$ cat config.mk
export PLATFORM = sky130hd
export DESIGN_NAME = power_lane
export DESIGN_NICKNAME = d
export VERILOG_FILES = /design/src/verilog/matrix_power_pkg.sv /design/src/verilog/power_lane.sv
export SDC_FILE = /design/constraint.sdc
export NUM_CORES = 1
export LEC_CHECK = 0
export BUFFER_PORTS_ARGS = -buffer_cell sky130_fd_sc_hd__buf_4
export CAP_MARGIN = 10
export CORE_UTILIZATION = 50
export CTS_CLUSTER_SIZE = 30
export DETAILED_ROUTE_END_ITERATION = 12
export PLACE_DENSITY = 0.76
export SETUP_SLACK_MARGIN = 0.3
export SYNTH_ARGS = -nofsm -noshare
export SYNTH_HDL_FRONTEND = slang
export SYNTH_SLANG_ARGS = --single-unit
$ cat constraint.sdc
create_clock -name CLK -period 6.3 [get_ports CLK]
set_input_delay 1.89 -clock CLK [delete_from_list [all_inputs] [get_ports CLK]]
set_output_delay 1.89 -clock CLK [all_outputs]
set_load 0.05 [all_outputs]
$ cat src/verilog/matrix_power_pkg.sv
// Shared types for the power engine; elements are unsigned and results wrap modulo 2**ELEM_WIDTH
package matrix_power_pkg;

  ////////////////////////////////////////
  // Widths
  ////////////////////////////////////////

  // One matrix element
  localparam int ELEM_WIDTH = 32;
  // Row or column count
  localparam int DIM_WIDTH  = 8;
  // Exponent, so at most 31 multiplies per element
  localparam int EXP_WIDTH  = 5;

  ////////////////////////////////////////
  // Data types
  ////////////////////////////////////////

  typedef logic [ELEM_WIDTH-1:0] elem_t;

  // Job descriptor, rows and cols at least 1
  typedef struct packed {
    logic [DIM_WIDTH-1:0] rows;
    logic [DIM_WIDTH-1:0] cols;
    logic [EXP_WIDTH-1:0] exponent;
  } job_t;

  // Work unit handed to one lane
  typedef struct packed {
    elem_t                operand;
    logic [EXP_WIDTH-1:0] exponent;
  } lane_task_t;

  ////////////////////////////////////////
  // FSM states
  ////////////////////////////////////////

  typedef enum logic [1:0] {
    LANE_IDLE,
    LANE_MULT,
    LANE_HOLD,
    LANE_RELEASE
  } lane_state_e;

  typedef enum logic [2:0] {
    DSP_IDLE,
    DSP_JOB_ACK,
    DSP_WAIT_ELEM,
    DSP_SEND,
    DSP_RELEASE
  } dispatch_state_e;

endpackage

$ cat src/verilog/power_lane.sv
// Iterative power unit, one multiply per cycle; result is exponent+1 cycles after task accept
`timescale 1ns/1ps

module power_lane
  import matrix_power_pkg::*;
(
  input  logic       CLK,
  input  logic       RST,
  input  logic       task_req,
  input  lane_task_t task_data,
  output logic       task_ack,
  output logic       idle,
  output logic       res_req,
  output elem_t      res_data,
  input  logic       res_ack
);

  lane_state_e          state;
  logic [EXP_WIDTH-1:0] exp_cnt;
  elem_t                operand;
  logic                 task_accept;

  // Ignore a request whose ack has not yet returned low
  assign task_accept = (state == LANE_IDLE) && task_req && !task_ack;
  assign idle        = (state == LANE_IDLE);

  ////////////////////////////////////////
  // Datapath
  ////////////////////////////////////////

  // Accumulator doubles as the result register
  always_ff @(posedge CLK) begin
    if (task_accept) begin
      operand  <= task_data.operand;
      res_data <= elem_t'(1);
    end else if (state == LANE_MULT && exp_cnt != '0) begin
      // Low ELEM_WIDTH bits only
      res_data <= res_data * operand;
    end
  end

  ////////////////////////////////////////
  // Control
  ////////////////////////////////////////

  always_ff @(posedge CLK or posedge RST) begin
    if (RST) begin
      state    <= LANE_IDLE;
      exp_cnt  <= '0;
      task_ack <= 1'b0;
      res_req  <= 1'b0;
    end else begin
      // Task link return to zero
      if (task_ack && !task_req) begin
        task_ack <= 1'b0;
      end
      case (state)
        LANE_IDLE: begin
          if (task_accept) begin
            task_ack <= 1'b1;
            exp_cnt  <= task_data.exponent;
            state    <= LANE_MULT;
          end
        end
        LANE_MULT: begin
          // Count down remaining multiplies
          if (exp_cnt == '0) begin
            res_req <= 1'b1;
            state   <= LANE_HOLD;
          end else begin
            exp_cnt <= exp_cnt - 1'b1;
          end
        end
        LANE_HOLD: begin
          // Result held until the collector takes it
          if (res_ack) begin
            res_req <= 1'b0;
            state   <= LANE_RELEASE;
          end
        end
        LANE_RELEASE: begin
          if (!res_ack) begin
            state <= LANE_IDLE;
          end
        end
        default: begin
          state <= LANE_IDLE;
        end
      endcase
    end
  end

endmodule

After elaboration in Yosys (flattened, before gate mapping) --
Index checks and enable logic that the tools add are counted.
Storage, ports and cells: output and inout port bits 35, register bits 73, logic and storage cells 44
Cells by class: muxes and demuxes 14, multiply operators 1, equality and inequality tests 8, add/subtract/negate cells 1, reduce and logical (&&, ||, !) cells 14
Operators with widths (number):
- multiplier 32 x 32 -> 32 bit | 1
- two-way mux 5 bit | 2
- case mux 5 bit (2 select lines) | 1
- two-way mux 2 bit | 4
- case mux 2 bit (4 select lines) | 1
- != test 2 bit (second input constant) | 3
- AND reduction 3 bit | 2
- zero test 5 bit | 1
- two-way mux 1 bit | 5
- nonzero test 5 bit | 1
- subtractor 5 x 1 -> 5 bit (second input constant) | 1
- == test 2 bit (second input constant) | 2
- logical AND 1 bit | 4
- != test 2 x 1 -> 1 bit (second input constant) | 2
- AND reduction 4 bit | 1
- nonzero test 2 bit | 2
- == test 2 x 1 -> 1 bit (second input constant) | 1
- zero test 1 bit | 2
- zero test 2 bit | 1
- case mux 1 bit (2 select lines) | 1

Logic depth before layout (Yosys ltp) --
word-level depth 5, depth in mapped cells 27

Worst setup path before layout --
No wires, ideal clock.
path type flip-flop to flip-flop, start point reg res_data[13], end point reg res_data[31], data arrival time 6.951 ns, path buffers 2, required time 6.230 ns, setup time 0.070 ns, cell stages (with the launch flop) 27, setup slack -0.722 ns, path through dfxtp_1 -> clkbuf_1 -> clkbuf_1 -> nand2_1 -> fa_1 -> inv_1 -> fa_1 -> inv_1 -> fa_1 -> inv_1 -> fa_1 -> inv_1 -> fa_1 -> inv_1 -> fa_1 -> fa_1 -> fa_1 -> ha_1 -> a21oi_1 -> o21ai_0 -> nor2_1 -> o211a_1 -> nor3_1 -> a311oi_1 -> nor3_1 -> nand3b_1 -> a21oi_1
On the way: word-level cells in the longest chain between the ends 1
RTL lines:
- start, declared | line power_lane.sv:14 | output elem_t res_data,
- start signal, assigned | line power_lane.sv:35 | res_data <= elem_t'(1);
- start signal, assigned | line power_lane.sv:38 | res_data <= res_data * operand;
- multiplier 32 x 32 -> 32 bit | line power_lane.sv:38
Every way passes these cells. A chain may end at the register's enable or synchronous reset.

Worst setup path in the final report --
start point reg operand[2], end point reg res_data[29]
On the way: word-level cells in the longest chain between the ends 1
RTL lines:
- start, declared | line power_lane.sv:20 | elem_t operand;
- start signal, assigned | line power_lane.sv:34 | operand <= task_data.operand;
- multiplier 32 x 32 -> 32 bit | line power_lane.sv:38
Every way passes these cells.

==> impl_metrics.ini <==
[outcome]
violations = negative setup slack
status = finished with violations

[floorplan]
coreArea_um2 = 35700
num_rows = 69
die_w_um = 193
start_util_pct = 51.0
die_area_um2 = 37200
pin_count = 76
chipHeight_um = 193

[sta]
grt_setup_unrepaired = true
skew_ns = 0.0112
worstMarginPinSlew_ns = 1.07
fin_ws_ns = -0.450
final-setup-viol-count = 16
maxSlewHeadroom_pct = 28.6
fin_crit_sh_pct = 107
finalHoldViolations = 0
finalMaxSlewViolations = 0
fin_crit_ns = 6.75
fmaxAchievable_mhz = 148
fin_setup_tns_ns = -5.06

[finish]
multiInputGateArea_um2 = 15100
syn_to_final_growth_pct = 19.9
num_antenna_cells = 0
nFillCells = 2912
fin_util_pct = 61.1
drive_above_1_share_pct = 20.7
layout_commonest_cell = fa_1
fin_nets = 2730
regArea_um2 = 1900
final_cell_mix = fa_1, inv_1, nand2_1

[synthesis]
synth_flop_cell = edfxtp_1
synth-seq-cells = 73
mappedNetlistNets = 2528
synth-edff-count = 32
synth_area_um2 = 18200
synth_area_leaders = fa_1, and2_1, ha_1
synth.top_cell.area_share_pct = 44.8
yosysSeqAreaShare_pct = 10.0
yosys_warnings = 0
syn_inst = 1950
synth.avg_cell_area_um2 = 9.35
postSynth.asyncResetShare_pct = 12.3
synth.distinct_cells = 57
synth_top_area_cell = fa_1

[clocking]
htreeDepth = 3
tritoncts = yes
worst_skew_pair.late_latency_ns = 0.36
cts.sinks = 73
root_buffer = clkbuf_16
clock_path_buffers = 2
cts_buffers = 9
clkTransAtPathRegs_ns = 0.07

[critical_path]
worstSetupPathType = reg2reg
crit_arrival_ns = 7.04
r2r_cells = 22
critPathLaunchType = flop
endpoint_kind = flop
cp_max_fo = 12
cp_data_required_time_ns = 6.59

[global_route]
grt_antenna_before_repair = 0
first_global_vias = 15658
grt_pass1_wl_um = 83200
grt_max_degree = 45
grt.total_usage_pct = 29.8
gr-total-overflow = 0

[drt]
drc = 0
routed_wl_um = 51800
final_antenna_net_count = 0
via_per_inst = 5.41
vias = 14153
wl_per_cell_um = 19.8
drt_iter0_markers = 922
firstDrtPassIters = 5

[placement]
dp_hpwl_um = 42500
place.gp.congestion = 0.958
port_buffers = 75

[min_path]
min_path_cells = 1
min-delay-path-class = reg2reg

[job]
max_cap_violations = 0
state kept, by name, summed over array words and instances (netlist names):
name and count:
exp_cnt 5, state 2, operand 32, res_data 32, res_req 1, task_ack 1
what timing repair did:
| item | CTS | global route |
|---|---|---|
| pin swaps | 65 | 21 |
| gates resized for setup | 69 | 22 |
| setup buffers | 11 | 4 |
| endpoints found under the setup margin | 20 | 21 |
| hold buffers | 0 | 0 |
routing by layer:
layer / track usage (%) / part of all wire (%)
met2: 49.5 / 48
met5: 0 / 0
met3: 5.20 / 7.9
met1: 38.0 / 39
met4: 14.2 / 4.9
kinds of logic after synthesis:
group           count (synthesis)  synth area share, %
compound gates                126                 4.75
mux                             3                0.172
xor+xnor                       80                 3.92
buf+inv                       491                 10.2
fa+ha+maj                     537                 53.7
simple gates                  640                 17.3
flops                          73                 10.0
critical path: stages, from the launching register on:
cell and delay, ns:
edfxtp_1 0.42, buf_6 0.17, and2_1 0.18, fa_1 0.56, inv_1 0.06, fa_1 0.50, fa_1 0.47, fa_1 0.55
inv_1 0.05, fa_1 0.48, fa_2 0.60, fa_1 0.44, fa_1 0.49, ha_4 0.31, nand2_2 0.07, o21ai_2 0.16
nor2_2 0.08, o211a_4 0.16, nor3_4 0.26, a311oi_2 0.15, xnor2_1 0.26, nand2_1 0.11, a21oi_2 0.16
Yosys cell counts, types with 3 or more instances:
| library cell | instances |
|---|---|
| xnor2_1 | 63 |
| ha_1 | 129 |
| edfxtp_1 | 32 |
| a21o_1 | 8 |
| fa_1 | 408 |
| o21a_1 | 8 |
| dfrtp_1 | 9 |
| nor3_1 | 7 |
| a41oi_1 | 3 |
| nand2_1 | 317 |
| a31oi_1 | 4 |
| a211oi_1 | 7 |
| and2_1 | 273 |
| o21ai_0 | 12 |
| nor2_1 | 21 |
| dfxtp_1 | 32 |
| inv_1 | 389 |
| nand3_1 | 4 |
| o22a_1 | 4 |
| clkbuf_1 | 96 |
| a311oi_1 | 4 |
| a21oi_1 | 46 |
| xor2_1 | 16 |
| or3_1 | 7 |
| o21ai_1 | 7 |
| buf_2 | 6 |
path summary, 6_finish.rpt:
check | slack [ns] | end | startpoint
worst max-delay path | -0.45 | res_data[29] | operand[2]
worst min-delay path | 0.51 | exp_cnt[0] | exp_cnt[0]
worst max register to register | -0.45 | res_data[29] | operand[2]
worst min register to register | 0.51 | exp_cnt[0] | exp_cnt[0]
max in group asynchronous | 4.51 | exp_cnt[4] | RST
min in group asynchronous | 1.52 | state[1] | RST
stage by stage:
step | hold WS, ns | instances | setup WS [ns] | instance area [um^2]
after CTS | 0.510 | 2614 | -0.347 | 21700
final | 0.508 | 2618 | -0.450 | 21900
after global routing | 0.536 | 2618 | -0.627 | 21900
after floorplan | 0.461 | 1950 | -0.0915 | 18700
after global placement | 0.482 | 2587 | -0.413 | 21000
after detailed placement | 0.493 | 2587 | -0.506 | 21000
cell type report:
type | count | area share (%)
multi-input cells | 1386 | 69.1
repair buffers | 293 | 11.5
flip-flops and latches | 73 | 8.69
inverters | 389 | 6.68
well taps | 461 | 2.64
clock buffers | 10 | 1.15
clock inverters | 6 | 0.218
Power is not shown: default switching activity piles up to over one toggle a cycle in this logic, so the estimate is an artifact.
