[src/verilog/matrix_power_pkg.sv]
// Shared types for the power engine; elements are unsigned and results wrap modulo 2**ELEM_WIDTH
package matrix_power_pkg;

  ////////////////////////////////////////
  // Widths
  ////////////////////////////////////////

  // One matrix element
  localparam int ELEM_WIDTH = 32;
  // Row or column count
  localparam int DIM_WIDTH  = 8;
  // Exponent, so at most 31 multiplies per element
  localparam int EXP_WIDTH  = 5;

  ////////////////////////////////////////
  // Data types
  ////////////////////////////////////////

  typedef logic [ELEM_WIDTH-1:0] elem_t;

  // Job descriptor, rows and cols at least 1
  typedef struct packed {
    logic [DIM_WIDTH-1:0] rows;
    logic [DIM_WIDTH-1:0] cols;
    logic [EXP_WIDTH-1:0] exponent;
  } job_t;

  // Work unit handed to one lane
  typedef struct packed {
    elem_t                operand;
    logic [EXP_WIDTH-1:0] exponent;
  } lane_task_t;

  ////////////////////////////////////////
  // FSM states
  ////////////////////////////////////////

  typedef enum logic [1:0] {
    LANE_IDLE,
    LANE_MULT,
    LANE_HOLD,
    LANE_RELEASE
  } lane_state_e;

  typedef enum logic [2:0] {
    DSP_IDLE,
    DSP_JOB_ACK,
    DSP_WAIT_ELEM,
    DSP_SEND,
    DSP_RELEASE
  } dispatch_state_e;

endpackage

[src/verilog/result_collector.sv]
// Drains lanes strictly in round-robin order; job_start must not arrive while busy
`timescale 1ns/1ps

module result_collector
  import matrix_power_pkg::*;
#(
  parameter int LANES = 4
) (
  input  logic                  CLK,
  input  logic                  RST,
  input  logic                  job_start,
  input  job_t                  job_info,
  input  logic [LANES-1:0]      res_req,
  input  elem_t [LANES-1:0]     res_data,
  output logic [LANES-1:0]      res_ack,
  output logic                  out_req,
  output elem_t                 out_data,
  input  logic                  out_ack,
  output logic                  busy
);

  localparam int PTR_W = (LANES > 1) ? $clog2(LANES) : 1;

  // Local collector states
  typedef enum logic [1:0] {
    COL_IDLE,
    COL_WAIT,
    COL_OUT,
    COL_RELEASE
  } col_state_e;

  col_state_e             state;
  logic [PTR_W-1:0]       ptr;
  logic [2*DIM_WIDTH-1:0] remaining;

  ////////////////////////////////////////
  // Output data
  ////////////////////////////////////////

  always_ff @(posedge CLK) begin
    if (state == COL_WAIT && res_req[ptr]) begin
      out_data <= res_data[ptr];
    end
  end

  ////////////////////////////////////////
  // Control FSM
  ////////////////////////////////////////

  always_ff @(posedge CLK or posedge RST) begin
    if (RST) begin
      state     <= COL_IDLE;
      ptr       <= '0;
      remaining <= '0;
      res_ack   <= '0;
      out_req   <= 1'b0;
      busy      <= 1'b0;
    end else begin
      case (state)
        COL_IDLE: begin
          if (job_start) begin
            // Element count of the new job
            remaining <= (2*DIM_WIDTH)'(job_info.rows) * (2*DIM_WIDTH)'(job_info.cols);
            ptr       <= '0;
            busy      <= 1'b1;
            state     <= COL_WAIT;
          end
        end
        COL_WAIT: begin
          // Only the lane under the pointer is served
          if (res_req[ptr]) begin
            out_req <= 1'b1;
            state   <= COL_OUT;
          end
        end
        COL_OUT: begin
          if (out_ack) begin
            out_req      <= 1'b0;
            res_ack[ptr] <= 1'b1;
            state        <= COL_RELEASE;
          end
        end
        COL_RELEASE: begin
          // Both handshakes back to zero
          if (!res_req[ptr] && !out_ack) begin
            res_ack[ptr] <= 1'b0;
            remaining    <= remaining - 1'b1;
            ptr          <= (ptr == PTR_W'(LANES - 1)) ? '0 : ptr + 1'b1;
            if (remaining == 1) begin
              busy  <= 1'b0;
              state <= COL_IDLE;
            end else begin
              state <= COL_WAIT;
            end
          end
        end
        default: begin
          state <= COL_IDLE;
        end
      endcase
    end
  end

endmodule
[config.mk]
export PLATFORM = sky130hd
export DESIGN_NAME = result_collector
export DESIGN_NICKNAME = d
export VERILOG_FILES = /design/src/verilog/matrix_power_pkg.sv /design/src/verilog/result_collector.sv
export SDC_FILE = /design/constraint.sdc
export NUM_CORES = 1
export LEC_CHECK = 0
export BUFFER_PORTS_ARGS = -buffer_cell sky130_fd_sc_hd__buf_4
export CAP_MARGIN = 10
export CELL_PAD_IN_SITES_DETAIL_PLACEMENT = 1
export CELL_PAD_IN_SITES_GLOBAL_PLACEMENT = 2
export CORE_AREA = 2 2 136 138
export DETAILED_ROUTE_END_ITERATION = 12
export DIE_AREA = 0 0 138 140
export GPL_TIMING_DRIVEN = 0
export PLACE_DENSITY_LB_ADDON = 0.1
export SLEW_MARGIN = 30
export SYNTH_ARGS = -nofsm -noshare
export SYNTH_HDL_FRONTEND = slang
export SYNTH_SLANG_ARGS = --single-unit
[constraint.sdc]
create_clock -name CLK -period 3.1 [get_ports CLK]
set_input_delay 0.155 -clock CLK [delete_from_list [all_inputs] [get_ports CLK]]
set_output_delay 0.155 -clock CLK [all_outputs]
set_load 0.03 [all_outputs]
Word-level counts from Yosys, hierarchy flattened. Cells that the tools add are included.

Magnitude comparators: 2. Bitwise operators: 3. Muxes and demuxes: 29. $mul: 1. Add/subtract/negate cells: 2. Reductions and logical operators: 14. Equality and inequality tests: 10.

Operators by type and width (number): 32-bit binary-select mux with 2-bit select (1); 16-bit two-way mux (2); 32-bit two-way mux (1); 16-bit one-hot mux with 2 select lines (1); 16-bit by 1-bit equality test with 1-bit output (second input constant) (1); 8-bit by 8-bit multiplier with 16-bit output (1); 16-bit by 1-bit subtractor with 16-bit output (second input constant) (1); 2-bit two-way mux (7); 3-bit AND reduction (3); 1-bit two-way mux (8); 4-bit two-way mux (2); 2-bit != test (second input constant) (4); 2-bit one-hot mux with 4 select lines (1); 4-bit one-hot mux with 2 select lines (1); 4-bit AND reduction (2); 2-bit equality test (second input constant) (3); 2-bit nonzero test (3); 4-bit AND (1); 4-bit inverter (1); 4-bit bitwise OR (1); 1-bit one-hot mux with 2 select lines (2); 2-bit one-hot mux with 2 select lines (1); 1-bit logical AND (3); 2-bit by 3-bit less-than comparator with 1-bit output (second input constant) (1); 8 further kinds (9).

Flip-flop bits (word level): 58. Input bits: 157. Output and inout bits: 38.

Longest topological paths before layout. Gate-level depths: netlist of the first run.

Depth in word-level cells: 8. Gate-level depth with buffers: 16.

Worst setup path after synthesis of the first run. OpenSTA, ideal clock, no wires.

Kind: input to register. Start point: input port job_info[14] (netlist name). End point: register remaining[15]. Stages: 14. Buffers on the path: 0. Setup slack: -937 ps. Data arrival time: 3895 ps. Data required time: 2958 ps. Path through: and2_1 -> fa_1 -> fa_1 -> inv_1 -> fa_1 -> fa_1 -> inv_1 -> ha_1 -> o21a_1 -> o31a_1 -> o41ai_1 -> o21ai_0 -> xnor2_1 -> o221ai_1.

Longest elaborated chain between the ends: 3.

RTL lines: start, declared (line result_collector.sv:12) `input job_t job_info,`; 8-bit by 8-bit multiplier with 16-bit output (line result_collector.sv:63) `remaining <= (2*DIM_WIDTH)'(job_info.rows) * (2*DIM_WIDTH)'(job_info.cols);`; 16-bit two-way mux (line result_collector.sv:61) `if (job_start) begin`; 16-bit one-hot mux with 2 select lines (line result_collector.sv:59) `case (state)`; end signal, assigned (line result_collector.sv:63); end signal, assigned (line result_collector.sv:87) `remaining <= remaining - 1'b1;`; end, declared (line result_collector.sv:34) `logic [2*DIM_WIDTH-1:0] remaining;`.

No other way between the ends. The select of a mux whose other input is x is not followed. A chain may end at the register's enable or synchronous reset.

Worst setup path in the final report of the first run.
Start point: input port job_info[15] (netlist name). End point: register remaining[11].

Same word-level chain as after synthesis.

==> summary.md, run 1 <==
| Metric | Value |
|---|---|
| Status | `complete, but fails checks` |
| Failing checks | `negative setup slack` |
| Pwr/cell area | `roughly 790 nW/um^2` |
| Commonest non-fill, non-tap cell in the layout | `buf_4` |
| Via density | `5.00` |
| Top Usage Layer GRT | `met2` |
| Asr flop ratio synth | `44.8%` |
| Clk pin slew, worst setup/hold paths | `0.06 ns` |
| Deepest clock path buffer count | `2` |
| Buffers on Ports | `189` |
| Syn Nets | `742` |
| Setup Crit Path Kind | `in2reg` |
| Ant. Diodes | `0` |
| Unrepaired setup endpoints after global routing | `yes` |
| Largest net degree at the start of global routing | `27` |
| Layout net count | `953` |
| Post-route ant nets | `0` |
| Iteration count of the initial detailed-routing pass | `4` |
| Clock root cell | `clkbuf_16` |
| DR WL/cell | `19.4 um` |
| Unique masters post-synth | `50` |
| EDFF count, synth | `32` |
| Gr usage total | `19.8%` |
| DR vias | `~4700` |
| First-pass GRT wire length | `30.0 mm` |
| Worst-Margin Slew | `0.852 ns` |
| Fmax | `roughly 0.28 GHz` |
| Initial Utilization | `30.5%` |
| Sw Share | `43.1%` |
| DRC | `0` |
| Die ar. | `19300 um^2` |
| LEAKAGE | `3.48 nW` |
| DRT Wirelength | `18.4 mm` |
| Syn. warnings | `0` |
| I/O pin total | `195` |
| Clock sinks | `58` |
| GP Congestion | `0.799` |
| P_int | `3.53 mW` |
| Final cell count without fillers | `948` |
| Most used DFF post-synth | `edfxtp_1` |
| # setup viols final | `9` |
| P&R area growth vs syn | `44.6%` |
| Peak VDD IR | `between 0.0003 and 0.0004 V` |
| WP data arrival | `3.79 ns` |
| Setup WS post-layout | `-0.467 ns` |
| WP data required | `3.33 ns` |
| Die Wd | `about 140 um` |
| Htree depth | `3` |
| Clock Power Share | `between 10% and 20%` |
| Syn Std Cell Area | `between 5000 and 6000 um^2` |
| Final Hold Viols | `0` |
| TritonCTS clock tree | `done` |
| FP Rows | `49` |
| Worst Path Max Fanout | `7` |
| Critical path capture point type | `flip-flop` |
| Initial antenna violation count | `1` |
| Dpl cells | `just over 900` |
| Finished Core Util | `44.1%` |
| Comb power frac | `61.7%` |
| Vias in the first global route | `5373` |
| Met2 usage in global routing | `35.6%` |
| Max_cap viols | `0` |
| Relative slew slack | `43.2%` |
| Slew Viols, Final | `0` |
| Met3 Usage GRT | `3.52%` |
| Startpoint class of the critical path | `input port` |
| Final min period | `~3.6 ns` |
| Worst-skew pair later-pin latency | `0.34 ns` |
| Final HPWL DP | `14.9 mm` |
| Net Sw Power | `~2.7 mW` |
| Most frequent cells in the layout | `184 x buf_4, 53 x inv_1, 46 x and2_1` |
| Sequential share of power | `between 20% and 30%` |
| Avg Synthesized Cell Area | `10.8 um^2` |
| Initial detailed-routing violation count | `~180` |
| Min-Delay Path Class | `in2reg` |
| Routing usage on met1 | `24.3%` |
| Die Ht | `140 um` |
| Layout cell share with drive strength beyond 1 | `40.9%` |
| CTS Buf Count | `9` |
| Skew final | `around 0.014 ns` |
| Sequential area share after synthesis | `~30%` |
| Synth Register Bits | `58` |
| Grt ovf | `0` |
| Synth Instances | `503` |
| Core area | `17800 um^2` |
| Final period util | `115%` |
## layer usage
layer	up-vias	share of wire, %
met5	-	0
met4	0	1.7
met3	18	3.9
met2	135	51
met1	2373	43
li1	2217	-
## power groups by stage
stage / registers [mW] / logic (mW) / clock network, mW
floorplan: 1.67 / 2.20 / 0
global placement: 1.39 / 3.52 / 0
detailed placement: 1.40 / 3.64 / 0
CTS: 1.39 / 3.77 / 1.01
global route: 1.43 / 4.24 / 1.05
finish: 1.39 / 3.83 / 0.990
## state kept, by name, indices dropped and copies added (netlist names), named ones only
signal / cells
out_data: 32
busy: 1
remaining: 16
out_req: 1
ptr: 2
state: 2
## area by class of cell
type | instances | area [um^2]
sequential | 58 | 1610
fill | 1983 | 9940
clock inverter | 4 | 22.5
multi-input combinational | 370 | 3730
buffer | 16 | 76.3
inverter | 59 | 221
clock buffer | 12 | 268
tap | 229 | 287
timing repair buffer | 200 | 1630
## cell usage after synthesis (4+ instances only)
cell type | number | share of area [%]
nand3_1 | 7 | 0.65
nor2b_1 | 6 | 0.69
and2_1 | 52 | 6.0
edfxtp_1 | 32 | 18
clkbuf_1 | 8 | 0.55
buf_1 | 5 | 0.35
o21bai_1 | 4 | 0.55
dfrtp_1 | 26 | 12
inv_1 | 59 | 4.1
a21oi_1 | 27 | 2.5
nand2_1 | 42 | 2.9
a21o_1 | 4 | 0.55
xnor2_1 | 5 | 0.81
ha_1 | 46 | 11
and3_1 | 4 | 0.46
o21ai_0 | 26 | 2.4
fa_1 | 36 | 13
nor2_1 | 16 | 1.1
nor3_1 | 9 | 0.83
mux4_2 | 33 | 14
a31oi_1 | 9 | 1.0
## cell families (layout without fill, tap and decap cells)
family,after synthesis,in the layout,synth area share [%]
adder cells (fa/ha/maj),82,82,23.9
XOR/XNOR,8,8,1.29
flip-flops,58,58,29.7
buffers and inverters,75,291,5.49
AO/OA/AOI/OAI,93,93,10.8
AND/OR/NAND/NOR,151,151,14.6
multiplexers,36,36,14.3
## metrics by stage
stage | cell area [um^2] | power (mW) | TNS [ns] | hold slack [ns] | setup slack (ns)
finish | 7840 | 6.21 | -3.36 | 0.166 | -0.467
global route | 7840 | 6.72 | -4.59 | 0.180 | -0.585
CTS | 7780 | 6.17 | -3.27 | 0.156 | -0.431
detailed placement | 7300 | 5.04 | -7.68 | 0.287 | -0.891
global placement | 7260 | 4.91 | -7.24 | 0.481 | -0.859
floorplan | 5560 | 3.87 | -2.81 | 0.195 | -0.425
## critical path: stages
cell	delay [ns]
buf_12	0.10
nand2_8	0.04
fa_1	0.51
fa_1	0.54
inv_2	0.05
fa_1	0.54
inv_1	0.05
fa_1	0.49
inv_2	0.05
ha_4	0.22
o21a_1	0.10
o31a_1	0.16
o41ai_4	0.31
buf_4	0.19
xnor2_2	0.06
o221a_2	0.23
## final timing paths
path,startpoint,end,slack [ns],depth (start not counted)
setup / recovery,job_info[15],remaining[11]$_DFFE_PP0P_,-0.47,16
hold / removal,out_ack,flip-flop,0.17,3
setup reg to reg,ptr[1]$_DFFE_PP0P_,remaining[12]$_DFFE_PP0P_,0.49,9
hold reg to reg,remaining[12]$_DFFE_PP0P_,remaining[12]$_DFFE_PP0P_,0.48,2
max in group asynchronous,RST,remaining[3]$_DFFE_PP0P_,2.23,3
min in group asynchronous,RST,asynchronous set/reset pin,0.46,3
## what timing repair did
action / CTS / global route
endpoints found under the hold margin: 26 / 0
endpoints found under the setup margin: 10 / 10
hold buffers: 1 / 0
setup buffers: 7 / 2
pin swaps: 14 / 10
resized for setup: 35 / 11
Power figures use the tool's default switching activity.
==> run 2: changes to the inputs <==
--- a/config.mk
+++ b/config.mk
@@ -5,13 +5,14 @@
 export SDC_FILE = /design/constraint.sdc
 export NUM_CORES = 1
 export LEC_CHECK = 0
+export ABC_AREA = 1
 export BUFFER_PORTS_ARGS = -buffer_cell sky130_fd_sc_hd__buf_4
 export CAP_MARGIN = 10
 export CELL_PAD_IN_SITES_DETAIL_PLACEMENT = 1
 export CELL_PAD_IN_SITES_GLOBAL_PLACEMENT = 2
-export CORE_AREA = 2 2 136 138
+export CORE_AREA = 2 2 149 151
 export DETAILED_ROUTE_END_ITERATION = 12
-export DIE_AREA = 0 0 138 140
+export DIE_AREA = 0 0 151 153
 export GPL_TIMING_DRIVEN = 0
 export PLACE_DENSITY_LB_ADDON = 0.1
 export SLEW_MARGIN = 30
==> run 2 against run 1 <==
  * The run still ends with negative setup slack left
  * First-iteration DRC count is 1.7% higher
  * Critical path depth is 1 higher
  * Clock-buffer cell count unchanged
  * Fmax rose by 10%
  * Combinational power increased by 22%
  * Clock power rose by 7%
  * Final cell count is 39% higher
  * Design area increased by 10%
  * Worst setup slack improved by 0.33 ns
  * Synthesized cell count grew 66%
  * Largest power group unchanged
==> summary.md, run 2 <==
| Metric | Value |
|---|---|
| Top Usage Layer GRT | `met2` |
| Initial detailed-routing violation count | `184 (+1.7%)` |
| Unique masters post-synth | `32 (-36%)` |
| Total power | `7.12 mW (+15%)` |
| Area of the multi-input gates | `3920 um^2 (+5.1%)` |
| Asr flop ratio synth | `44.8% (unchanged)` |
| Die Ht | `153 um (+9.3%)` |
| I/O pin total | `195 (unchanged)` |
| Routing usage on met1 | `24.1% (-0.22 points)` |
| Avg Synthesized Cell Area | `7.09 um^2 (-34%)` |
| Main area contributors after synthesis | `edfxtp_1 16%, fa_1 12%, nand2_1 11%` |
| DRT Wirelength | `21.8 mm (+19%)` |
| Largest regs | `out_data: 32 flops, remaining: 16 flops` |
| Synth Register Bits | `58 (unchanged)` |
| FP Rows | `54 (+10%)` |
| Layout cell share with drive strength beyond 1 | `30.3% (-11 points)` |
| Critical path cell sequence | `clkbuf_16, nand2_4, inv_2, fa_1, fa_2, fa_1, inv_2, fa_1, inv_2, ha_4, nand2_4, nor2_4, and2_1, nand2_1, nand4_1, nand3_2, a21oi_2` |
| FF/Latch Area | `1610 um^2 (unchanged)` |
| Setup WS post-layout | `-0.140 ns (+0.327 ns)` |
| LEAKAGE | `4.44 nW (+27%)` |
| Skew final | `0.00653 ns (-0.00780 ns)` |
| Syn Nets | `1076 (+45%)` |
| Synth Instances | `837 (+66%)` |
| DRC | `0 (unchanged)` |
| Layout net count | `1271 (+33%)` |
| Via density | `4.63 (-7.5%)` |
| Htree depth | `3 (unchanged)` |
| Grt ovf | `0 (unchanged)` |
| # setup viols final | `7 (-2)` |
| TritonCTS clock tree | `done` |
| WP data required | `3.37 ns (+0.04 ns)` |
| Top cells by instance count after synthesis | `179 x nand2_1, 151 x inv_1, 105 x nor2_1` |
| Failing checks | `negative setup slack` |
| Die Wd | `151 um (+9.4%)` |
| Commonest non-fill, non-tap cell in the layout | `buf_4` |
| Max_cap viols | `0 (unchanged)` |
| Top cell type's share of synthesized area | `16.2% (-1.5 points)` |
| Post-route ant nets | `0 (unchanged)` |
| Worst-skew pair later-pin latency | `0.34 ns (about the same)` |
| Ant. Diodes | `0 (unchanged)` |
| DR WL/cell | `16.6 um (-14%)` |
| Startpoint class of the critical path | `input port` |
| Met2 usage in global routing | `34.7% (-0.89 points)` |
| EDFF count, synth | `32 (unchanged)` |
| Fillers | `2685 (+35%)` |
| Most used DFF post-synth | `edfxtp_1` |
| Crit path max-delay cell type | `fa_1` |
| DR vias | `6097 (+29%)` |
| First-pass GRT wire length | `35.0 mm (+17%)` |
| Gr usage total | `19.3% (-0.46 points)` |
| Critical path capture point type | `flip-flop` |
| Count leader, synth | `nand2_1` |
| Final Hold Viols | `0 (unchanged)` |
| Status | `complete, but fails checks` |
| Setup WS pre-CTS | `-0.632 ns (+0.259 ns)` |
| Vias in the first global route | `6656 (+24%)` |
| Initial Utilization | `27.6% (-2.9 points)` |
| Min-Delay Path Class | `in2reg` |
| Relative slew slack | `59.2% (+16 points)` |
| Clock sinks | `58 (unchanged)` |
| Largest net degree at the start of global routing | `27 (unchanged)` |
| Area leader, netlist | `edfxtp_1` |
| Initial antenna violation count | `0 (-1)` |
| Setup Crit Path Kind | `in2reg` |
| P&R area growth vs syn | `45.6%` |
| Min Hold Slack | `0.151 ns (-0.0153 ns)` |
| Peak VDD IR | `0.000313 V (-15%)` |
| Pwr/cell area | `824 nW/um^2 (+4.1%)` |
| GP Congestion | `0.798 (-0.13%)` |
| Clk pin slew, worst setup/hold paths | `0.06 ns (about the same)` |
| Final HPWL DP | `17.6 mm (+18%)` |
| Final period util | `105% (-11 points)` |
| Buffers on Ports | `173 (-8.5%)` |
| Clock root cell | `clkbuf_16` |
| Slew Viols, Final | `0 (unchanged)` |
| Final min period | `3.24 ns (-0.327 ns)` |
| CTS Buf Count | `9 (unchanged)` |
| Worst Path Max Fanout | `8 (+1)` |
| Iteration count of the initial detailed-routing pass | `4 (unchanged)` |
| Core area | `21500 um^2 (+21%)` |
| Syn Std Cell Area | `5930 um^2 (+9.4%)` |
| Syn. warnings | `0 (unchanged)` |
| Unrepaired setup endpoints after global routing | `yes` |
| Die ar. | `23100 um^2 (+20%)` |
| Sequential area share after synthesis | `27.2% (-2.5 points)` |
| WP data arrival | `3.51 ns (-0.28 ns)` |
| Worst-Margin Slew | `0.611 ns (-0.241 ns)` |
| Largest reg by FF count | `out_data` |
| Deepest clock path buffer count | `2 (unchanged)` |
| Max FFs per register | `32 (unchanged)` |
| Max stage delay on crit path | `0.58 ns (+0.04 ns)` |
| Most frequent cells in the layout | `180 x buf_4, 149 x nand2_1, 129 x inv_1` |
| Met3 Usage GRT | `3.46% (-0.059 points)` |
| Fmax | `0.309 GHz (+10%)` |
run 2: changes by cell type in the layout (fill, tap and decap cells not counted), moves of 12 or more:
cell      before  now
nor2_1        15   98
mux4_2        33    0
nand2_4        0   12
nand3_1        7   34
and2_1        46    1
clkbuf_1       9   23
inv_2          6   24
nand2_2        2   21
nand2_1       39  149
o21ai_0       18   82
o22ai_1        3   33
a21oi_1       24   12
inv_1         53  129
run 2: power by group:
part | switching [mW] | total [mW] | internal (mW)
sequential | 0.201 | 1.40 | 1.20
clock | 0.396 | 1.06 | 0.665
combinational | 2.87 | 4.66 | 1.79
run 2: path summary, 6_finish.rpt:
check	start	endpoint	slack, ns	cells past startpoint
max in group asynchronous	RST	ptr[0]$_DFFE_PP0P_	2.24	3
min	res_data[9]	out_data[9]$_DFFE_PP_	0.15	3
min in group asynchronous	RST	remaining[14]$_DFFE_PP0P_	0.45	3
max reg2reg	ptr[0]$_DFFE_PP0P_	flip-flop	1.09	7
min reg2reg	remaining[4]$_DFFE_PP0P_	remaining[4]$_DFFE_PP0P_	0.53	2
max	job_info[9]	remaining[15]$_DFFE_PP0P_	-0.14	17
run 2: layer usage:
metal,vias to the layer above,share of wire (%)
met5,-,0
met2,149,49
met1,2883,44
met4,0,1.1
met3,16,6.1
li1,3049,-
run 2: worst max-delay path: cells and delay by family:
family / cells / cell delay [ns]
AOI/OAI and AO/OA: 1 / 0.13
adders and majority gates: 5 / 2.34
buffers and inverters: 4 / 0.26
and+or+nand+nor: 7 / 0.60
run 2: logic make-up (layout without fill, tap and decap cells):
logic type                 count (synthesis)  in the layout  share of synthesized area, %
DFF                                       58             58                          27.2
buffers and inverters                    197            397                          12.9
AOI/OAI and AO/OA                        148            148                          13.5
and+or+nand+nor                          346            346                          23.7
xor gates and xnor gates                   6              6                         0.886
adders and majority gates                 82             82                          21.8
run 2: layout make-up:
cell class              instances  area share, %
multi-input cells             582           45.4
flip-flops and latches         58           18.7
repair buffers                184           16.5
inverters                     154           6.72
plain buffers                  43           5.17
well taps                     280           4.06
clock buffers                  12           2.97
clock inverters                 4          0.579
run 2: metrics by stage:
stage / cell area (um^2) / utilization, % / cells / TNS (ns)
floorplan: 6170 / - / 837 / -1.86
global placement: 7820 / 36.4 / 1290 / -22.47
detailed placement: 7860 / 36.6 / 1291 / -5.17
CTS: 8560 / 39.8 / 1316 / -0.901
global route: 8640 / 40.2 / 1317 / -2.08
finish: 8640 / 40.2 / 1317 / -0.723
run 2: repair_timing:
item | CTS | global route
pin swaps | 25 | 22
gates resized for setup | 69 | 32
endpoints found under the setup margin | 9 | 10
hold buffers | 1 | 0
setup buffers | 8 | 1
hold endpoints to repair | 26 | 0
