## src/verilog/matrix_power_pkg.sv

```systemverilog
// Shared types for the power engine; elements are unsigned and results wrap modulo 2**ELEM_WIDTH
package matrix_power_pkg;

  ////////////////////////////////////////
  // Widths
  ////////////////////////////////////////

  // One matrix element
  localparam int ELEM_WIDTH = 32;
  // Row or column count
  localparam int DIM_WIDTH  = 8;
  // Exponent, so at most 31 multiplies per element
  localparam int EXP_WIDTH  = 5;

  ////////////////////////////////////////
  // Data types
  ////////////////////////////////////////

  typedef logic [ELEM_WIDTH-1:0] elem_t;

  // Job descriptor, rows and cols at least 1
  typedef struct packed {
    logic [DIM_WIDTH-1:0] rows;
    logic [DIM_WIDTH-1:0] cols;
    logic [EXP_WIDTH-1:0] exponent;
  } job_t;

  // Work unit handed to one lane
  typedef struct packed {
    elem_t                operand;
    logic [EXP_WIDTH-1:0] exponent;
  } lane_task_t;

  ////////////////////////////////////////
  // FSM states
  ////////////////////////////////////////

  typedef enum logic [1:0] {
    LANE_IDLE,
    LANE_MULT,
    LANE_HOLD,
    LANE_RELEASE
  } lane_state_e;

  typedef enum logic [2:0] {
    DSP_IDLE,
    DSP_JOB_ACK,
    DSP_WAIT_ELEM,
    DSP_SEND,
    DSP_RELEASE
  } dispatch_state_e;

endpackage

```

## src/verilog/element_dispatcher.sv

```systemverilog
// Accepts one job at a time and walks its elements row-major; a new job waits until idle
`timescale 1ns/1ps

module element_dispatcher
  import matrix_power_pkg::*;
#(
  parameter int LANES = 4
) (
  input  logic               CLK,
  input  logic               RST,
  input  logic               job_req,
  input  job_t               job,
  output logic               job_ack,
  input  logic               in_req,
  input  elem_t              in_data,
  output logic               in_ack,
  output logic               job_start,
  output job_t               job_info,
  output logic [LANES-1:0]   task_req,
  output lane_task_t         task_data,
  input  logic [LANES-1:0]   task_ack,
  input  logic [LANES-1:0]   lane_idle
);

  // Pointer needs at least one bit even for a single lane
  localparam int PTR_W = (LANES > 1) ? $clog2(LANES) : 1;

  dispatch_state_e      state;
  job_t                 job_reg;
  logic [DIM_WIDTH-1:0] i_idx;
  logic [DIM_WIDTH-1:0] j_idx;
  logic [PTR_W-1:0]     ptr;
  logic                 job_accept;
  logic                 elem_accept;
  logic                 last_elem;

  // New job only from idle
  assign job_accept  = (state == DSP_IDLE) && job_req;
  // Element taken once the target lane is free and the last input handshake is closed
  assign elem_accept = (state == DSP_WAIT_ELEM) && in_req && !in_ack &&
                       !task_ack[ptr] && lane_idle[ptr];
  assign last_elem   = (i_idx == job_reg.rows - 1'b1) && (j_idx == job_reg.cols - 1'b1);
  assign job_info    = job_reg;

  ////////////////////////////////////////
  // Payload capture
  ////////////////////////////////////////

  always_ff @(posedge CLK) begin
    if (job_accept) begin
      job_reg <= job;
    end
    if (elem_accept) begin
      task_data.operand  <= in_data;
      task_data.exponent <= job_reg.exponent;
    end
  end

  ////////////////////////////////////////
  // Control FSM
  ////////////////////////////////////////

  always_ff @(posedge CLK or posedge RST) begin
    if (RST) begin
      state     <= DSP_IDLE;
      job_ack   <= 1'b0;
      in_ack    <= 1'b0;
      job_start <= 1'b0;
      task_req  <= '0;
      i_idx     <= '0;
      j_idx     <= '0;
      ptr       <= '0;
    end else begin
      job_start <= 1'b0;
      // Input return to zero, in any state
      if (in_ack && !in_req) begin
        in_ack <= 1'b0;
      end
      case (state)
        DSP_IDLE: begin
          if (job_accept) begin
            job_ack   <= 1'b1;
            job_start <= 1'b1;
            i_idx     <= '0;
            j_idx     <= '0;
            ptr       <= '0;
            state     <= DSP_JOB_ACK;
          end
        end
        DSP_JOB_ACK: begin
          if (!job_req) begin
            job_ack <= 1'b0;
            state   <= DSP_WAIT_ELEM;
          end
        end
        DSP_WAIT_ELEM: begin
          if (elem_accept) begin
            in_ack        <= 1'b1;
            task_req[ptr] <= 1'b1;
            state         <= DSP_SEND;
          end
        end
        DSP_SEND: begin
          // Lane has latched the task
          if (task_ack[ptr]) begin
            task_req[ptr] <= 1'b0;
            state         <= DSP_RELEASE;
          end
        end
        DSP_RELEASE: begin
          if (!task_ack[ptr]) begin
            ptr <= (ptr == PTR_W'(LANES - 1)) ? '0 : ptr + 1'b1;
            // Row-major index walk
            if (j_idx == job_reg.cols - 1'b1) begin
              j_idx <= '0;
              i_idx <= i_idx + 1'b1;
            end else begin
              j_idx <= j_idx + 1'b1;
            end
            state <= last_elem ? DSP_IDLE : DSP_WAIT_ELEM;
          end
        end
        default: begin
          state <= DSP_IDLE;
        end
      endcase
    end
  end

endmodule

```

## config.mk

```make
export PLATFORM = sky130hd
export DESIGN_NAME = element_dispatcher
export DESIGN_NICKNAME = d
export VERILOG_FILES = /design/src/verilog/matrix_power_pkg.sv /design/src/verilog/element_dispatcher.sv
export SDC_FILE = /design/constraint.sdc
export NUM_CORES = 1
export LEC_CHECK = 0
export BUFFER_PORTS_ARGS = -buffer_cell sky130_fd_sc_hd__buf_2
export CORE_ASPECT_RATIO = 1.4
export CORE_MARGIN = 1.5
export CORE_UTILIZATION = 50
export CTS_CLUSTER_DIAMETER = 150
export DETAILED_ROUTE_END_ITERATION = 6
export GPL_TIMING_DRIVEN = 0
export PLACE_DENSITY = 0.84
export SKIP_LAST_GASP = 1
export SLEW_MARGIN = 10
export SYNTH_ARGS = -nofsm -noshare
export SYNTH_HDL_FRONTEND = slang
export SYNTH_SLANG_ARGS = --single-unit
```

## constraint.sdc

```tcl
create_clock -name CLK -period 5.44 [get_ports CLK]
set_input_delay 0.816 -clock CLK [delete_from_list [all_inputs] [get_ports CLK]]
set_output_delay 0.816 -clock CLK [all_outputs]
set_load 0.02 [all_outputs]
```

# Yosys cells after proc, flatten, opt, wreduce, memory -nomap -nowiden
# Cells that the tools add are included.
# op_classes
addsub,5
magnitude_cmp,2
eq_ne,13
n_mux,35
bitwise_logic,3
n_reduce_logical,20
# op_table
op,n
8-bit two-way mux,5
8-bit case mux with 2 select lines,2
8-bit by 1-bit adder with 8-bit output (second input constant),2
8-bit equality test,2
8-bit by 1-bit subtractor with 8-bit output (second input constant),2
3-bit two-way mux,5
3-bit case mux with 5 select lines,1
2-bit inequality test (second input constant),6
1-bit two-way mux,10
3-bit AND reduction,3
1-bit logical AND,8
2-bit two-way mux,4
4-bit two-way mux,2
4-bit case mux with 2 select lines,1
3-bit by 2-bit equality test with 1-bit output (second input constant),2
2-bit nonzero test,3
5-bit AND reduction,1
4-bit AND,1
1-bit binary-select mux with 2-bit select,2
4-bit inverter,1
4-bit OR,1
2-bit case mux with 2 select lines,1
4-bit AND reduction,1
3-bit by 1-bit equality test with 1-bit output (second input constant),1
9 further kinds,11
# totals
reg_bits,86
inputBits,65
out_inout_bits,65
wordCells,91

# Depth between registers and ports, before layout
# Gate-level depths: netlist of run 1.
# logic_depth
depth_word,8
ltp_mapped,9

# Worst setup path before layout of run 1
# Ideal clock, no wire load.
# synth_path
path_kind,input to register
startpoint,in job_req
endpoint,"reg job_reg (netlist bit job_info[0]), enable pin"
arrival_time_ps,2383
path_slack_ps,2630
stages,2
path_buffers,0
cell_sequence,nand2_1 nor3_1
# synth_between
elab_chain_len,1
# synth_rtl
item,line_no,rtl
from (decl),element_dispatcher.sv:11,"input logic job_req,"
1-bit logical AND,element_dispatcher.sv:38,assign job_accept = (state == DSP_IDLE) && job_req;
named net job_accept,element_dispatcher.sv:33,logic job_accept;
to (signal assigned),element_dispatcher.sv:51,job_reg <= job;
to (decl),element_dispatcher.sv:29,job_t job_reg;
# The timed path passes the listed nets, and every way through them passes these cells.
# A chain may end at the register's enable or synchronous reset.

# Worst setup path in the final report of run 1
# layout_path
startpoint,reg job_reg (netlist bit job_info[7])
endpoint,reg i_idx[2]
# layout_between
elab_chain_len,4
# layout_rtl
item,line_no,rtl
8-bit by 1-bit subtractor with 8-bit output,element_dispatcher.sv:114,if (j_idx == job_reg.cols - 1'b1) begin
8-bit equality test,element_dispatcher.sv:114,
2-bit inequality test (no source line),--,
4-bit AND reduction (no source line),--,
to (signal assigned),element_dispatcher.sv:116,i_idx <= i_idx + 1'b1;
to (decl),element_dispatcher.sv:30,logic [DIM_WIDTH-1:0] i_idx;
# Every way passes these cells.

==> out/results.ini, run 1 <==
[clocking]
htreeDepth=3
cts_buffers=9
cts-hold-fix-buffers=0
cts_resized=0
clock_path_buffers=2
cts.sinks=86
cts_root_buf=clkbuf_8
clock_latency_ps=350
cts_tree=done
post_cts_buffers=0
clk_pin_slew_ps=90

[finish]
instances_no_fill=536
drive_gt1_frac=0.367
syn2layout_area_growth_pct=26.0
nFillCells=574
final_core_util=0.647
nNetsFinal=507
diodes=0
multi_input_area_um2=1260
regArea_um2=2440

[outcome]
status=finished clean

[setup_path]
critPathKind=reg2reg
cp_data_arrival_time_ps=2830
required_ps=5690
r2r_slack_ps=2850
crit_path_cell_trace=or3_1 > or4_1 > a21oi_1 > o2111ai_4 > a21o_1 > a22o_1
cp_top_family=compound AO/OA/AOI/OAI gates
cp_slowest_stage_delay_ps=490
endpoint_kind=flip-flop
slowest_stage=edfxtp_1
crit_path_start_kind=flip-flop
path_buf_inv=0
cp_max_fo=10

[placement]
hpwl_um=5950
dpl.cell_count=520
gp_congestion=0.806
place_ws_ps=2290
portBuffers=129

[detailed_routing]
dr_total_vias=2860
drt-vias-per-instance=5.34
drtAntennaViolNets=0
drt_wl_total_um=8050
drt_iter0_drc=126
drt_pass1_iterations=4
wl_per_cell_um=15.0
drc=0

[yosys]
syn_area_um2=3780
synth_edf_count=58
syn_nets=365
synthFlopType=edfxtp_1
synth-seq-area-share=0.646
synth_cell_type_count=49
yosysWarnings=0
synth_seq_cells=86
synth_area_per_cell_um2=12.9
synth_cells=292
async_flop_share=0.326

[sta]
clock_skew_ps=4.39
fin_ws_ps=2850
slew_violations=0
fmax_mhz=386
tns_ps=0
rsz0062_at_grt=false
min_period_ps=2590
period_share=0.476
setup_viol=0
slew_headroom=0.278
max_slew.worst_pin.slew_ps=1080
finalHoldViolations=0

[hold_path]
hold_class=reg2reg

[power]
cellPowerDensity_nw_per_um2=378
vdd_drop_max_mv=0.257
power.leakage_nw=1.98

[global_route]
grt_pass1_vias=2873
antenna_found_initial=0
use_met2=0.380
grt.overflow.total=0
grt_pass1_wl_um=13200
met1_usage=0.233
grt-busiest-layer=met2
grt_max_degree=38
grtUsageTotal=0.208
gr-usage-met3=0.0378

[floorplanning]
die_w_um=76.5
initial_core_util=0.514
die_h_um=106
io_pins=130
dieArea_um2=8100
num_rows=37
core_area_um2=7360

[run]
maxCapViolCount=0

==> sequential cells by signal, summed over array words and instances, names as in the netlist, named ones only <==
name / cells
j_idx: 8
task_data: 37
ptr: 2
in_ack: 1
i_idx: 8
job_start: 1
state: 3
job_ack: 1
job_info: 21
==> worst paths after layout <==
path                        startpoint           end  cells past startpoint
max                        job_info[7]      i_idx[2]                      6
min                        job_info[2]  task_data[2]                      0
max reg2reg                job_info[7]      i_idx[2]                      6
min reg2reg                job_info[2]  task_data[2]                      0
max in group asynchronous          RST     async pin                      2
min in group asynchronous          RST     async pin                      2
==> Yosys cell counts (all sizes together) (3+ instances only) <==
cell type	n	area share
nor2	10	0.0099
nor3b	3	0.0060
a31oi	3	0.0050
clkbuf	6	0.0060
nand3	14	0.019
mux2	4	0.012
o21ai	17	0.023
and3	3	0.0050
nand2	32	0.032
inv	11	0.011
nor3	11	0.015
a22o	5	0.012
dfrtp	28	0.19
or3	8	0.013
xnor2	10	0.023
or2	3	0.0050
nand4	4	0.0066
edfxtp	58	0.46
a21oi	9	0.012
ha	8	0.026
xor2	8	0.019
nor4b	3	0.0070
==> final cells by class <==
class	count	share of cell area
Buffer	8	0.00814
Clock buffer	10	0.0268
Clock inverter	6	0.0147
Inverter	11	0.00866
Multi-Input combinational cell	187	0.265
Sequential cell	86	0.512
Tap cell	97	0.0255
Timing Repair Buffer	131	0.139
==> kinds of logic (layout without fill, tap and decap cells) <==
| kind of cell | count (synthesis) | count (layout) | share of synthesized area |
|---|---|---|---|
| multiplexers | 6 | 6 | 0.0238 |
| adder cells (fa/ha/maj) | 8 | 8 | 0.0265 |
| flip-flops | 86 | 86 | 0.646 |
| XOR/XNOR | 18 | 18 | 0.0417 |
| buffers and inverters | 19 | 166 | 0.0212 |
| AND/OR/NAND/NOR | 102 | 102 | 0.140 |
| AO/OA/AOI/OAI | 53 | 53 | 0.101 |
==> stage by stage <==
| stage | instance area, um2 | power, W | hold WS, ps |
|---|---|---|---|
| 2_1_floorplan | 3780 | 0.00120 | 520 |
| 3_3_place_gp | 4550 | 0.00135 | 426 |
| 3_5_place_dp | 4570 | 0.00137 | 429 |
| 4_1_cts | 4770 | 0.00182 | 446 |
| 5_1_grt | 4770 | 0.00190 | 466 |
| 6_report | 4770 | 0.00180 | 444 |
==> routing by layer <==
layer  vias up  share of wire
li1       1376              -
met1      1371           0.38
met2        98           0.55
met3        15          0.048
met4         0          0.022
met5         -              0
==> power breakdown <==
group | internal (W) | switching, W
sequential | 0.000803 | 0.0000734
clock | 0.000216 | 0.000233
combinational | 0.000172 | 0.000306
==> placed cells by master (no fill, tap or decap), types with 3 or more instances in the layout <==
| cell type | instances |
|---|---|
| buf_2 | 130 |
| edfxtp_1 | 58 |
| nand2_1 | 32 |
| dfrtp_1 | 28 |
| o21ai_0 | 15 |
| nand3_1 | 14 |
| inv_1 | 10 |
| nor3_1 | 10 |
| xnor2_1 | 10 |
| nor2_1 | 10 |
| a21oi_1 | 9 |
| clkbuf_8 | 9 |
| or3_1 | 8 |
| xor2_1 | 8 |
| ha_1 | 8 |
| clkbuf_1 | 7 |
| a22o_1 | 5 |
| nand4_1 | 4 |
| mux2_2 | 4 |
| nor4b_1 | 3 |
| a31oi_1 | 3 |
| or2_2 | 3 |
| and3_1 | 3 |
| nor3b_1 | 3 |
Note: power is estimated with default switching activity, not from simulation.
==> run 2, diff against run 1 <==
Settings changed: CORE_UTILIZATION 50 to 45, PLACE_DENSITY 0.84 to 0.8.
Clock period 5.44 ns to 2.29 ns, I/O delays scaled along.
==> run 2 against run 1 <==
The run now ends with negative setup slack left. Sequential share of layout area fell by 3.4 points. Register-to-register slack got worse by 3000 ps. Clock power rose to 3.2 times the previous value. Total power rose to 2.7 times the previous value. Clock skew rose by 2.8 ps. Final cell count rose by 3.0%. Wire length rose by 11%.
==> out/results.ini, run 2 (same netlist as run 1, synthesis figures left out) <==
[outcome]
status=complete, but fails checks
violations=negative setup slack

[floorplanning]
core_area_um2=8150
initial_core_util=0.464
die_h_um=111
num_rows=39
dieArea_um2=8970
io_pins=130
die_w_um=80.5

[setup_path]
ff2ff_path_depth=7
cp_max_fo=5
path_buf_inv=1
endpoint_kind=flip-flop
cp_slowest_stage_delay_ps=450
slowest_stage=or4_4
required_ps=2510
r2r_slack_ps=-100
cp_top_family=simple AND/OR/NAND/NOR gates
critPathKind=reg2reg
rr_startpoint=job_info[9]
crit_path_start_kind=flip-flop
cp_data_arrival_time_ps=2610
reg2reg_to=i_idx[2]
crit_path_cell_trace=or3_4 > or4_4 > and4b_4 > o2111ai_4 > buf_6 > o22ai_1 > a22o_1

[placement]
portBuffers=129
place_ws_ps=-240
gp_congestion=0.819
hpwl_um=6010

[sta]
max_slew.worst_pin.slew_ps=1060
setup_viol=16
finalHoldViolations=0
rsz0062_at_grt=true
fin_ws_ps=-98.2
tns_ps=-1020
period_share=1.04
slew_headroom=0.294
slew_violations=0
fmax_mhz=419
clock_skew_ps=7.22
min_period_ps=2390

[finish]
final_core_util=0.627
nNetsFinal=518
regMostFlops=task_data
drive_gt1_frac=0.422
diodes=0
layout_commonest_cell=buf_2
largest_reg_flops=37
syn2layout_area_growth_pct=35.1
layout_common_cells=buf_2, edfxtp_1, nand2_1

[clocking]
cts_tree=done
htreeDepth=3
clock_path_buffers=2
cts_root_buf=clkbuf_16
cts.sinks=86
clk_pin_slew_ps=60
clock_latency_ps=340
cts_buffers=9

[hold_path]
hold_class=in2reg
hold_path_depth=1
min_from=in_data[3]
min_to=task_data[8]

[detailed_routing]
dr_total_vias=2993
drt-vias-per-instance=5.42
drc=0
drt_iter0_drc=142
wl_per_cell_um=16.2
drt_pass1_iterations=4
drt_wl_total_um=8960
drtAntennaViolNets=0

[global_route]
grt_max_degree=29
grt.overflow.total=0
grt_pass1_vias=2918
antenna_found_initial=0
grt_pass1_wl_um=13800
grtUsageTotal=0.204

[power]
power.leakage_nw=2.08
vdd_drop_max_mv=0.626
cellPowerDensity_nw_per_um2=939

[run]
maxCapViolCount=0

-- run 2: changes by cell type in the layout (fill, tap and decap cells not counted), moves of 3 or more --
| cell | delta |
|---|---|
| clkbuf_16 | +9 |
| clkbuf_8 | -9 |
| o21ai_0 | -8 |
| buf_4 | +7 |
| o21ai_1 | +4 |
| o21ai_2 | +4 |
| clkinvlp_4 | +3 |
-- run 2: how the worst max path moves through the flow --
stage                startpoint           end  cells after the start
CTS                 job_info[7]      i_idx[2]                      7
detailed placement  job_info[5]      state[1]                      9
finish              job_info[9]      i_idx[2]                      7
global placement       state[2]  job_info[15]                      4
global route        job_info[8]      i_idx[2]                      7
floorplan           job_info[8]      i_idx[2]                      7
-- run 2: metal layers --
metal	global-route usage	wire length, um	up-vias
li1	-	-	1407
met1	0.232	3440	1453
met2	0.356	4690	117
met3	0.0459	669	16
met4	0.0943	159	0
met5	0	0	-
-- run 2: power breakdown --
part | internal, W | switching [W]
Combinational | 0.000469 | 0.000826
Clock | 0.000841 | 0.000581
Sequential | 0.00191 | 0.000166
Total | 0.00322 | 0.00157
-- run 2: what timing repair did --
item                       in CTS  in global routing
resized for setup              19                  5
cloned                          3                  0
setup endpoints to repair      54                 21
pin swaps                       7                  5
hold buffers                    0                  0
setup buffers                   9                  1
hold endpoints to repair        0                  0
-- run 2: metrics by stage --
stage | cells | cell area [um2] | hold slack, ps | total power [W]
2_1_floorplan | 292 | 3810 | 409 | 0.00287
3_3_place_gp | 523 | 4580 | 429 | 0.00321
3_5_place_dp | 524 | 4610 | 438 | 0.00328
4_1_cts | 551 | 5080 | 169 | 0.00480
5_1_grt | 552 | 5110 | 163 | 0.00502
6_report | 552 | 5110 | 177 | 0.00479
-- run 2: area by class of cell --
| cell class | instances | area, um2 |
|---|---|---|
| repair inverters | 1 | 7.51 |
| repair buffers | 141 | 759 |
| clock buffers | 10 | 229 |
| clock inverters | 6 | 61.3 |
| plain buffers | 7 | 35.0 |
| well taps | 102 | 128 |
| fillers | 625 | 3040 |
| inverters | 11 | 45.0 |
| flip-flops and latches | 86 | 2440 |
| multi-input cells | 188 | 1400 |
==> run 3, diff against run 2 <==
Settings changed: CORE_MARGIN 1.5 to unset, SLEW_MARGIN 10 to 20.
==> run 3 against run 2 <==
Flip-flop and latch count unchanged. Final cell count up 0.54%. Global-route usage down 0.44 points. Clock power about the same. Total power up 0.38%. Sequential share of layout area down 0.23 points. The run still ends with negative setup slack left. Register-to-register slack worse by 30 ps. Worst setup slack worse by 33 ps. Highest routed layer unchanged. Clock skew about the same. Core utilization up 0.31 points. Final area up 0.49%. Largest cell class unchanged.
==> out/results.ini, run 3 (same netlist as run 1, synthesis figures left out) <==
[outcome]
status=complete, but fails checks
violations=negative setup slack

[power]
cellPowerDensity_nw_per_um2=938
vdd_drop_max_mv=0.809
power.leakage_nw=2.10

[detailed_routing]
drt_iter0_drc=132
drt_pass1_iterations=4
drtAntennaViolNets=0
dr_total_vias=3032
drc=0
drt_wl_total_um=9150
wl_per_cell_um=16.5
drt-vias-per-instance=5.46

[finish]
regMostFlops=task_data
layout_commonest_cell=buf_2
final_core_util=0.630
multi_input_area_um2=1400
largest_reg_flops=37
nFillCells=631
layout_common_cells=buf_2, edfxtp_1, nand2_1
nNetsFinal=520
fin_area_um2=5130
drive_gt1_frac=0.430
regArea_um2=2440
syn2layout_area_growth_pct=35.8

[clocking]
clock_path_buffers=2
cts.sinks=86
cts_root_buf=clkbuf_16
cts_buffers=9
htreeDepth=3
clock_latency_ps=330
cts_tree=done
clk_pin_slew_ps=60

[sta]
fmax_mhz=413
slew_headroom=0.523
whs_ps=67.8
max_slew.worst_pin.slew_ps=712
clock_skew_ps=7.61
slew_violations=0
setup_viol=17
rsz0062_at_grt=true
min_period_ps=2420
finalHoldViolations=0
period_share=1.06
fin_ws_ps=-132

[setup_path]
cp_data_arrival_time_ps=2640
crit_path_start_kind=flip-flop
required_ps=2510
critPathKind=reg2reg
ff2ff_path_depth=7
cp_max_fo=5
r2r_slack_ps=-130
reg2reg_to=i_idx[5]
endpoint_kind=flip-flop
rr_startpoint=job_info[9]

[placement]
portBuffers=129
hpwl_um=5960
gp_congestion=0.813
detailed_place.area_um2=4610
place_ws_ps=-260

[global_route]
grt_pass1_wl_um=13300
grt.overflow.total=0
grtUsageTotal=0.200
grt_max_degree=29
grt_pass1_vias=2844
antenna_found_initial=2

[run]
maxCapViolCount=0

[floorplanning]
num_rows=39
core_area_um2=8150
io_pins=130
initial_core_util=0.464
die_h_um=110
dieArea_um2=8780
die_w_um=79.5

[hold_path]
hold_class=in2async

==> run 3: cell types whose count changed in the layout (fill, tap and decap cells not counted), sizes merged <==
cell      before  now
diode          0    2
buf          143  144
clkinv         2    3
clkinvlp       4    3
==> run 3: worst max-delay path by stage <==
stage                     start      endpoint  slack (ps)  cells after the start
global route        job_info[5]      state[1]        -220                      8
floorplan           job_info[8]      i_idx[2]        -100                      7
CTS                 job_info[9]      state[1]         -90                      7
finish              job_info[9]      i_idx[5]        -130                      7
global placement       state[2]  job_info[15]        -240                      4
detailed placement  job_info[5]      state[1]        -260                      9
==> run 3: area by class of cell <==
type | instances | share of cell area
antenna | 2 | 0.000975
buffer | 8 | 0.00780
clock buffer | 9 | 0.0439
clock inverter | 6 | 0.0122
inverter | 11 | 0.00877
multi-input combinational | 188 | 0.273
sequential | 86 | 0.476
tap | 102 | 0.0249
timing repair buffer | 142 | 0.151
timing repair inverter | 1 | 0.00146
==> run 3: what timing repair did <==
item / 4_1_cts / 5_1_grt
pin swaps: 2 / 8
resized for setup: 5 / 24
gates cloned: 1 / 2
buffers inserted: 6 / 5
endpoints found under the setup margin: 54 / 21
hold buffers: 0 / 0
==> run 3: through the flow <==
stage	total power, W	TNS, ps	std cells
2_1_floorplan	0.00287	-527	292
3_3_place_gp	0.00321	-10780	523
3_5_place_dp	0.00328	-8920	524
4_1_cts	0.00475	-655	546
5_1_grt	0.00503	-2640	555
6_report	0.00481	-1460	555
==> run 3: per-layer routing <==
layer / share of wire / GRT usage / wire (um)
met1: 0.37 / 0.232 / 3350
met2: 0.53 / 0.334 / 4820
met3: 0.074 / 0.0496 / 679
met4: 0.032 / 0.101 / 296
met5: 0 / 0 / 0
==> run 3: worst max-delay path, stage by stage (launching register included) <==
cell and delay, ps:
edfxtp_1 410, or3_4 440, or4_4 460, a21oi_4 200, buf_4 140, o2111ai_2 150, a21o_1 260, a22o_1 250
==> run 3: power breakdown <==
group	switching [W]	internal (W)	total (W)
clock network	0.000574	0.000836	0.00141
logic	0.000850	0.000476	0.00133
registers	0.000165	0.00191	0.00208
